===== src/source/wbm_arb_params.svh =====
`ifndef WBM_ARB_PARAMS_SVH
`define WBM_ARB_PARAMS_SVH

// ========================================
// Subsystem sizing
// ========================================

// Number of request ports sharing the slave.
`define WBA_NUM_MASTERS 3

// Entries in each port's request FIFO.
`define WBA_REQ_DEPTH 4

// RAM word address width, 8 gives 256 words.
`define WBA_RAM_AW 8

`endif

===== src/source/wbm_arb_pkg.sv =====
package wbm_arb_pkg;

  // ========================================
  // Bus payloads
  // ========================================

  // One Wishbone request as issued by a port.
  typedef struct packed {
    logic        we;   // High for a write.
    logic [15:0] adr;  // Word address.
    logic [15:0] dat;  // Write data, ignored on reads.
  } wba_req_t;

  // Result of one Wishbone cycle.
  typedef struct packed {
    logic [15:0] dat;  // Read data, zero on error.
    logic        err;  // Cycle ended with an error.
  } wba_rsp_t;

  // Both structs are 16-bit bus words plus control bits,
  // so widths stay fixed whatever the params header says.
  // The address field is the full bus width; the RAM
  // decodes only its own low bits and flags the rest.

endpackage


===== src/source/wbm_arb_top.sv =====
`timescale 1ns/1ps

`include "wbm_arb_params.svh"

module wbm_arb_top
  import wbm_arb_pkg::*;
(
  input  logic                            wb_clk_i,
  input  logic                            wb_rst_i,

  input  logic     [`WBA_NUM_MASTERS-1:0] req_vld_i,
  input  wba_req_t [`WBA_NUM_MASTERS-1:0] req_i,
  input  logic     [`WBA_NUM_MASTERS-1:0] port_mask_i,
  output logic     [`WBA_NUM_MASTERS-1:0] rsp_vld_o,
  output wba_rsp_t [`WBA_NUM_MASTERS-1:0] rsp_o
);

  localparam int N = `WBA_NUM_MASTERS;

  // Ports to arbiter.
  logic     [N-1:0] wbm_cyc;
  logic     [N-1:0] wbm_stb;
  wba_req_t [N-1:0] wbm_req;
  logic     [N-1:0] wbm_ack;
  logic     [N-1:0] wbm_err;
  wba_rsp_t         wbm_rsp;

  // Arbiter to slave.
  logic             wbs_cyc;
  logic             wbs_stb;
  wba_req_t         wbs_req;
  logic             wbs_ack;
  wba_rsp_t         wbs_rsp;

  // ========================================
  // Request ports
  // ========================================

  for (genvar i = 0; i < N; i++) begin : g_port
    wb_req_port u_port (
      .wb_clk_i  (wb_clk_i),
      .wb_rst_i  (wb_rst_i),
      .req_vld_i (req_vld_i[i]),
      .req_i     (req_i[i]),
      .rsp_vld_o (rsp_vld_o[i]),
      .rsp_o     (rsp_o[i]),
      .wbm_cyc_o (wbm_cyc[i]),
      .wbm_stb_o (wbm_stb[i]),
      .wbm_req_o (wbm_req[i]),
      .wbm_ack_i (wbm_ack[i]),
      .wbm_err_i (wbm_err[i]),
      .wbm_rsp_i (wbm_rsp)
    );
  end

  // ========================================
  // Arbiter and RAM
  // ========================================

  wbm_arbiter u_arb (
    .wb_clk_i   (wb_clk_i),
    .wb_rst_i   (wb_rst_i),
    .wbm_cyc_i  (wbm_cyc),
    .wbm_stb_i  (wbm_stb),
    .wbm_mask_i (port_mask_i),
    .wbm_req_i  (wbm_req),
    .wbm_rsp_o  (wbm_rsp),
    .wbm_ack_o  (wbm_ack),
    .wbm_err_o  (wbm_err),
    .wbs_cyc_o  (wbs_cyc),
    .wbs_stb_o  (wbs_stb),
    .wbs_req_o  (wbs_req),
    .wbs_rsp_i  (wbs_rsp),
    .wbs_ack_i  (wbs_ack)
  );

  wb_ram_slave u_ram (
    .wb_clk_i  (wb_clk_i),
    .wb_rst_i  (wb_rst_i),
    .wbs_cyc_i (wbs_cyc),
    .wbs_stb_i (wbs_stb),
    .wbs_req_i (wbs_req),
    .wbs_ack_o (wbs_ack),
    .wbs_err_o (),         // Err also travels in the response struct.
    .wbs_rsp_o (wbs_rsp)
  );

endmodule


===== src/source/wb_ram_slave.sv =====
`timescale 1ns/1ps

`include "wbm_arb_params.svh"

module wb_ram_slave
  import wbm_arb_pkg::*;
(
  input  logic     wb_clk_i,
  input  logic     wb_rst_i,

  input  logic     wbs_cyc_i,
  input  logic     wbs_stb_i,
  input  wba_req_t wbs_req_i,
  output logic     wbs_ack_o,
  output logic     wbs_err_o,
  output wba_rsp_t wbs_rsp_o
);

  localparam int unsigned RAM_WORDS = 1 << `WBA_RAM_AW;

  logic [15:0]            mem [RAM_WORDS];
  logic                   access;
  logic                   in_range;
  logic [`WBA_RAM_AW-1:0] word_adr;
  logic                   ack_q;
  logic                   err_q;
  logic [15:0]            dat_q;

  assign access   = wbs_cyc_i && wbs_stb_i;
  assign in_range = (32'(wbs_req_i.adr) < RAM_WORDS);
  assign word_adr = wbs_req_i.adr[`WBA_RAM_AW-1:0];

  // ========================================
  // Handshake
  // ========================================

  always_ff @(posedge wb_clk_i) begin
    if (wb_rst_i) begin
      ack_q <= 1'b0;
      err_q <= 1'b0;
    end else begin
      ack_q <= access && in_range;   // One cycle after the strobe.
      err_q <= access && !in_range;  // Address past the end of the RAM.
    end
  end

  // ========================================
  // Storage
  // ========================================

  always_ff @(posedge wb_clk_i) begin
    if (access && in_range && wbs_req_i.we) begin
      mem[word_adr] <= wbs_req_i.dat;
    end
  end

  // Writes and errors return zero data.
  always_ff @(posedge wb_clk_i) begin
    if (access) begin
      dat_q <= (in_range && !wbs_req_i.we) ? mem[word_adr] : '0;
    end
  end

  assign wbs_ack_o = ack_q;
  assign wbs_err_o = err_q;
  assign wbs_rsp_o = '{dat: dat_q, err: err_q};

  a_one_reply: assert property (
    @(posedge wb_clk_i) disable iff (wb_rst_i)
    access |=> $onehot({wbs_ack_o, wbs_err_o})
  ) else $error("Strobe not answered by exactly one of ack and err.");

endmodule


===== src/source/wb_req_port.sv =====
`timescale 1ns/1ps

`include "wbm_arb_params.svh"

module wb_req_port
  import wbm_arb_pkg::*;
(
  input  logic     wb_clk_i,
  input  logic     wb_rst_i,

  // External request and response strobes.
  input  logic     req_vld_i,
  input  wba_req_t req_i,
  output logic     rsp_vld_o,
  output wba_rsp_t rsp_o,

  // Wishbone master toward the arbiter.
  output logic     wbm_cyc_o,
  output logic     wbm_stb_o,
  output wba_req_t wbm_req_o,
  input  logic     wbm_ack_i,
  input  logic     wbm_err_i,
  input  wba_rsp_t wbm_rsp_i
);

  localparam int D  = `WBA_REQ_DEPTH;
  localparam int PW = (D > 1) ? $clog2(D) : 1;
  localparam int CW = $clog2(D + 1);

  typedef enum logic {ST_IDLE, ST_ACTIVE} state_t;

  wba_req_t      fifo_mem [D];
  logic [PW-1:0] wr_ptr_q;
  logic [PW-1:0] rd_ptr_q;
  logic [CW-1:0] count_q;
  logic          fifo_full;
  logic          fifo_empty;
  logic          push;
  logic          pop;
  logic          done;
  state_t        state_q;
  logic          cyc_q;
  wba_req_t      cur_req_q;
  logic          rsp_vld_q;
  wba_rsp_t      rsp_q;

  function automatic logic [PW-1:0] ptr_next(input logic [PW-1:0] ptr);
    ptr_next = (ptr == PW'(D - 1)) ? '0 : ptr + 1'b1;
  endfunction

  assign fifo_full  = (count_q == CW'(D));
  assign fifo_empty = (count_q == '0);
  assign push       = req_vld_i && !fifo_full;
  assign pop        = (state_q == ST_IDLE) && !fifo_empty;  // Head leaves as the cycle starts.
  assign done       = wbm_ack_i || wbm_err_i;

  // ========================================
  // Request FIFO
  // ========================================

  always_ff @(posedge wb_clk_i) begin
    if (push) begin
      fifo_mem[wr_ptr_q] <= req_i;
    end
  end

  always_ff @(posedge wb_clk_i) begin
    if (wb_rst_i) begin
      wr_ptr_q <= '0;
      rd_ptr_q <= '0;
      count_q  <= '0;
    end else begin
      if (push) wr_ptr_q <= ptr_next(wr_ptr_q);
      if (pop)  rd_ptr_q <= ptr_next(rd_ptr_q);
      case ({push, pop})
        2'b10:   count_q <= count_q + 1'b1;
        2'b01:   count_q <= count_q - 1'b1;
        default: count_q <= count_q;
      endcase
    end
  end

  // ========================================
  // Bus cycle FSM
  // ========================================

  always_ff @(posedge wb_clk_i) begin
    if (wb_rst_i) begin
      state_q   <= ST_IDLE;
      cyc_q     <= 1'b0;
      rsp_vld_q <= 1'b0;
    end else begin
      rsp_vld_q <= 1'b0;
      case (state_q)
        ST_IDLE: if (pop) begin
          cyc_q   <= 1'b1;
          state_q <= ST_ACTIVE;
        end
        ST_ACTIVE: if (done) begin
          cyc_q     <= 1'b0;  // Dropped on the edge after ack or err.
          rsp_vld_q <= 1'b1;
          state_q   <= ST_IDLE;
        end
        default: state_q <= ST_IDLE;
      endcase
    end
  end

  always_ff @(posedge wb_clk_i) begin
    if (pop) cur_req_q <= fifo_mem[rd_ptr_q];
    if ((state_q == ST_ACTIVE) && done) begin
      rsp_q <= '{dat: wbm_rsp_i.dat, err: wbm_err_i};
    end
  end

  assign wbm_cyc_o = cyc_q;
  assign wbm_stb_o = cyc_q;  // Single transfer per cycle, so stb follows cyc.
  assign wbm_req_o = cur_req_q;
  assign rsp_vld_o = rsp_vld_q;
  assign rsp_o     = rsp_q;

  a_no_overflow: assert property (
    @(posedge wb_clk_i) disable iff (wb_rst_i)
    req_vld_i |-> !fifo_full
  ) else $error("Request pushed into a full FIFO.");

endmodule


===== src/source/wbm_arbiter.sv =====
`timescale 1ns/1ps

`include "wbm_arb_params.svh"

module wbm_arbiter
  import wbm_arb_pkg::*;
(
  input  logic                               wb_clk_i,
  input  logic                               wb_rst_i,

  // Master side.
  input  logic     [`WBA_NUM_MASTERS-1:0]    wbm_cyc_i,
  input  logic     [`WBA_NUM_MASTERS-1:0]    wbm_stb_i,
  input  logic     [`WBA_NUM_MASTERS-1:0]    wbm_mask_i,
  input  wba_req_t [`WBA_NUM_MASTERS-1:0]    wbm_req_i,
  output wba_rsp_t                           wbm_rsp_o,
  output logic     [`WBA_NUM_MASTERS-1:0]    wbm_ack_o,
  output logic     [`WBA_NUM_MASTERS-1:0]    wbm_err_o,

  // Slave side.
  output logic                               wbs_cyc_o,
  output logic                               wbs_stb_o,
  output wba_req_t                           wbs_req_o,
  input  wba_rsp_t                           wbs_rsp_i,
  input  logic                               wbs_ack_i
);

  localparam int N     = `WBA_NUM_MASTERS;
  localparam int IDX_W = (N > 1) ? $clog2(N) : 1;

  logic [N-1:0]     pending_q;
  logic             busy_q;
  logic [IDX_W-1:0] active_q;
  logic             cyc_q;
  logic             stb_q;
  logic             done;

  assign done = wbs_ack_i | wbs_rsp_i.err;  // Slave finished the current cycle.

  // ========================================
  // Pending, busy and grant
  // ========================================

  always_ff @(posedge wb_clk_i) begin
    if (wb_rst_i) begin
      pending_q <= '0;
      busy_q    <= 1'b0;
      active_q  <= '0;
      cyc_q     <= 1'b0;
      stb_q     <= 1'b0;
    end else begin
      cyc_q <= 1'b0;  // Slave strobe lasts one cycle only.
      stb_q <= 1'b0;

      for (int i = 0; i < N; i++) begin
        if (wbm_cyc_i[i] && wbm_stb_i[i] && wbm_mask_i[i]) begin
          pending_q[i] <= 1'b1;
        end
      end

      // The clear wins over the set above because the owner still holds cyc on this edge.
      if (done) begin
        pending_q[active_q] <= 1'b0;
        busy_q              <= 1'b0;
      end

      if (!busy_q) begin
        if (|pending_q) begin
          cyc_q  <= 1'b1;
          stb_q  <= 1'b1;
          busy_q <= 1'b1;
        end
        for (int j = 0; j < N; j++) begin
          if (pending_q[j]) begin
            active_q <= IDX_W'(j);  // Last match wins, so the highest index has priority.
          end
        end
      end
    end
  end

  // ========================================
  // Steering
  // ========================================

  always_comb begin
    for (int i = 0; i < N; i++) begin
      wbm_ack_o[i] = (active_q == IDX_W'(i)) && wbs_ack_i;
      wbm_err_o[i] = (active_q == IDX_W'(i)) && wbs_rsp_i.err;
    end
  end

  assign wbm_rsp_o = wbs_rsp_i;             // Read data goes to every master.
  assign wbs_req_o = wbm_req_i[active_q];   // Owner holds it until ack or err.
  assign wbs_cyc_o = cyc_q;
  assign wbs_stb_o = stb_q;

  // ========================================
  // Checks
  // ========================================

  a_ack_err_excl: assert property (
    @(posedge wb_clk_i) disable iff (wb_rst_i)
    !(wbs_ack_i && wbs_rsp_i.err)
  ) else $error("Slave raised ack and err together.");

  // A slave cycle spans the strobe and the answer one clock later.
  a_no_stb_busy: assert property (
    @(posedge wb_clk_i) disable iff (wb_rst_i)
    wbs_stb_o |-> !$past(wbs_stb_o) && !$past(wbs_stb_o, 2)
  ) else $error("Slave strobe issued while the bus was busy.");

endmodule


===== config.mk =====
export PLATFORM = sky130hd
export DESIGN_NAME = wbm_arb_top
export DESIGN_NICKNAME = d
export VERILOG_FILES = /design/src/source/wbm_arb_pkg.sv /design/src/source/wbm_arb_top.sv /design/src/source/wb_ram_slave.sv /design/src/source/wb_req_port.sv /design/src/source/wbm_arbiter.sv
export VERILOG_INCLUDE_DIRS = /design/src /design/src/source
export SDC_FILE = /design/constraint.sdc
export NUM_CORES = 2
export LEC_CHECK = 0
export BUFFER_PORTS_ARGS = -buffer_cell sky130_fd_sc_hd__buf_2
export CORE_MARGIN = 3
export CORE_UTILIZATION = 35
export DETAILED_ROUTE_END_ITERATION = 7
export PLACE_DENSITY_LB_ADDON = 0.3
export SYNTH_ARGS = -nofsm -noshare
export SYNTH_HDL_FRONTEND = slang
export SYNTH_MEMORY_MAX_BITS = 65536
export SYNTH_SLANG_ARGS = --single-unit

===== constraint.sdc =====
create_clock -name wb_clk_i -period 17.9 [get_ports wb_clk_i]
set_input_delay 3.58 -clock wb_clk_i [delete_from_list [all_inputs] [get_ports wb_clk_i]]
set_output_delay 3.58 -clock wb_clk_i [all_outputs]
set_load 0.02 [all_outputs]

==> impl_summary.md <==
Run status
The flow ran to the end, but the final reports show violations. The final reports fail on max-slew violations.

Timing
Across all hold checks on the routed design, the worst slack comes to 0.473 ns. The number of pins exceeding their max-slew limit in the final report was 65. The clock period minus final worst setup slack is 7.36 ns. Setup total negative slack on the finished layout was measured at 0 ns. For this run, the top clock speed supported by timing is 136 MHz. The part of the cycle the worst path needs is 41.1%. The setup skew after layout is 0.115 ns.

Setup repair after global routing left no endpoint under its margin. Measured against its own limit, the worst slew margin works out to -15.6%. The actual transition at the worst max-transition pin is 1.73 ns. The final number of setup-violating endpoints is 0.

The number of hold violations in the final report was 0.

Logic synthesis
The synthesized netlist devotes 6.97% of its cell area to simple gates. The predominant post-synthesis flop cell is sky130_fd_sc_hd__edfxtp_1. The synthesis warning total is 0. In this run the cell area of the synthesized design comes to 0.194 mm². The compound-cell area share of the yosys netlist is 9.96%. In this run, synthesis produced a sequential element count of 4,697. The total nets after synthesis is 13,028.

After synthesis, the largest family of logic cells by area is compound AO/OA/AOI/OAI gates. The portion of netlist area occupied by mux cells is 7.86%. Averaged over all synthesized cells, the footprint is 15.1 µm². The portion of the post-synthesis area used by sequential elements is 72.4%. The number of synthesized flops with an enable pin is 4,658. The XOR/XNOR share of the synthesized area is 0.0270%. The adder-cell area share of the yosys netlist is 0.147%. In the synthesized netlist, the number of instances is 12,900.

The async set-reset flop share out of synthesis is 0%. The synthesized netlist contains 64 unique library cells.

Worst setup path
The required time of the worst setup path is 18.66 ns. On the critical path, the stage with the largest delay is an instance of sky130_fd_sc_hd__a32oi_1. The largest fanout on the critical path is 129. Across all register-to-register paths, the minimum setup slack is 10.54 ns. Broken down by cell family, the worst path's largest delay share belongs to buffers and inverters.

The data arrival at the endpoint of the critical path is 8.11 ns. The cell that appears most often on the critical path is sky130_fd_sc_hd__buf_4. The endpoint class of the critical path is a flop. The count of buffering cells on the critical path with inverters included is 6. On the worst path, the slowest cell contributes a delay of 1.08 ns. The worst setup path is of the flop to flop kind. The signal on the critical path passes through buf_4 > inv_8 > a21boi_4 > buf_12 > buf_4 > buf_4 > buf_4 > o211ai_1 > a31oi_1 > o211ai_1 > a2bb2oi_1 > a32oi_1 > o221ai_1.

The worst setup path is launched from a flop.

Pwr
The leakage power summed over all cells is 71.3 nW. Across the VDD grid, the largest voltage drop is 0.223 mV. The completed layout was analyzed and its total power is 41.3 mW. The power density relative to cell area is 188 mW/mm².

CTS
The master cell of the clock root buffer is sky130_fd_sc_hd__clkbuf_16. The number of buffers inserted to repair setup after CTS is 0. Gates resized during post-CTS repair numbered 0.

Clock latency on the worst-skew pair, taken at its later pin, is 1.07 ns. Buffers inserted to repair hold after CTS numbered 0. The number of clock buffers inserted by TritonCTS is 481. In this run the number of H-tree levels came out at 5. The number of clock sinks is 4,697. TritonCTS built the clock tree.

No sink is reached through more buffers than the 4 on the longest clock path. The clock transition at the registers of the reported paths is 0.06 ns.

Floorplanning
The area enclosed by the die boundary is 0.564 mm². The starting utilization of the core area is 35.2%. The count of boundary I/O pins is 161.

The die is 751 µm wide. The floorplan has 273 rows. The floorplan step defined a core boundary enclosing 0.553 mm².

The chip height is 751 µm.

Routing
For this run, design rule violations remaining after detail routing come to 0. The overall routed net length is 590 mm. The first-pass iteration count of the detailed router is 6. The residual antenna-violating net count after detailed routing is 0. The count of routing violations after the opening detailed-route iteration is 14,816. After detailed routing, the average wire length per cell comes to 28.4 µm.

The routed layout has 119,264 vias. The via count normalized by instance count is 5.75.

Finish
The final core utilization is 39.8%. In the final design database the tool counted 13,136 nets. Compared with the post-synthesis result, the final layout area differs by 13.2%. The library cell used most frequently in the layout, excluding fill and tap cells, is sky130_fd_sc_hd__edfxtp_1. The layout cell share with drive strength beyond 1 is 14.8%. Leaving out fill and tap cells, the most frequent cells in the layout are sky130_fd_sc_hd__edfxtp_1 (4,658), sky130_fd_sc_hd__nand2_1 (1,282), sky130_fd_sc_hd__nor2_1 (761).

Placed design
The number of port buffers is 160. The HPWL after detailed placement is 327 mm. The congestion estimate from routability-driven global placement came to 0.825.

Global routing
The initial antenna violation count is 75. The global-route usage over all layers is 20.2%. The first global-routing pass estimated 840 mm of wire. The final global-route overflow total is 0.

The largest net degree at the start of global routing is 186. The number of global-route vias before repair is 114,158.

Worst hold path
The path class of the lowest-slack min-delay path is flop to flop.

Flow run
The max capacitance violation total is 0.
==> power by group <==
| group | internal [mW] | switching [mW] | total, mW |
|---|---|---|---|
| registers | 14.6 | 0.169 | 14.8 |
| clock network | 5.61 | 4.30 | 9.91 |
| logic | 4.20 | 12.4 | 16.6 |
| total | 24.4 | 16.9 | 41.3 |
==> synthesized netlist by cell type (196+ instances only) <==
cell type	number	area share (%)
sky130_fd_sc_hd__edfxtp_1	4658	72
sky130_fd_sc_hd__nand2_1	1303	2.5
sky130_fd_sc_hd__nor2_1	804	1.6
sky130_fd_sc_hd__mux2i_1	685	3.5
sky130_fd_sc_hd__clkbuf_1	612	1.2
sky130_fd_sc_hd__o211ai_1	529	2.0
sky130_fd_sc_hd__and3_1	512	1.6
sky130_fd_sc_hd__a31oi_1	449	1.4
sky130_fd_sc_hd__a22oi_1	429	1.7
sky130_fd_sc_hd__mux2_2	322	1.9
sky130_fd_sc_hd__buf_2	308	0.79
sky130_fd_sc_hd__o21ai_0	277	0.71
sky130_fd_sc_hd__nand3_1	267	0.69
sky130_fd_sc_hd__a2111oi_0	224	1.0
sky130_fd_sc_hd__mux4_2	211	2.4
sky130_fd_sc_hd__a211oi_1	210	0.81
sky130_fd_sc_hd__inv_1	196	0.38
==> state kept, by name (all words and copies together), names as in the netlist, 6 cells and up <==
signal and flops:
g_port.u_port.wr_ptr_q 6, g_port.u_port.count_q 9, g_port.u_port.wbm_req_o 99, g_port.u_port.rd_ptr_q 6, u_ram.mem 4096, u_ram.dat_q 16
g_port.u_port.rsp_o 51, g_port.u_port.fifo_mem 396
==> final cells by class <==
| cell class | instances | area [µm²] |
|---|---|---|
| Clock buffer | 605 | 12700 |
| Clock inverter | 282 | 2700 |
| Sequential cell | 4697 | 141000 |
| Inverter | 196 | 743 |
| Tap cell | 7287 | 9120 |
| Multi-Input combinational cell | 6978 | 49100 |
| Antenna cell | 34 | 85.1 |
| Fill cell | 50133 | 333000 |
| Timing Repair Buffer | 654 | 4960 |
==> routing by layer <==
metal / up-vias / track usage, % / wire length [µm]
li1: 51259 / - / -
met1: 61402 / 28.2 / 244000
met2: 5611 / 31.3 / 269000
met3: 938 / 4.32 / 56500
met4: 54 / 6.65 / 20200
met5: - / 0 / 347
==> cells by family (layout without fill, tap and decap cells) <==
kind of cell	after synthesis	after routing
AO/OA/AOI/OAI	2671	2671
XOR/XNOR	6	6
adder cells (fa/ha/maj)	21	21
buffers and inverters	1225	1737
flip-flops	4697	4697
multiplexers	1220	1220
other	0	34
AND/OR/NAND/NOR	3060	3060
==> stage by stage <==
stage | setup WS, ns | instance area, µm² | std cells
global placement | 10.55 | 205000 | 19808
detailed placement | 10.50 | 205000 | 19810
global route | 10.19 | 220000 | 20705
finish | 10.54 | 220000 | 20733
CTS | 10.51 | 220000 | 20697
floorplan | 3.88 | 194000 | 12900
==> final timing paths <==
check | end | depth (start not counted) | start
worst max-delay path | u_ram.dat_q[7] | 13 | u_arb.active_q[1]
worst min-delay path | g_port[0].u_port.wbm_cyc_o | 1 | g_port[0].u_port.wbm_cyc_o
worst max register to register | u_ram.dat_q[7] | 13 | u_arb.active_q[1]
worst min register to register | g_port[0].u_port.wbm_cyc_o | 1 | g_port[0].u_port.wbm_cyc_o
No activity file was read; power rests on OpenSTA's default activity.
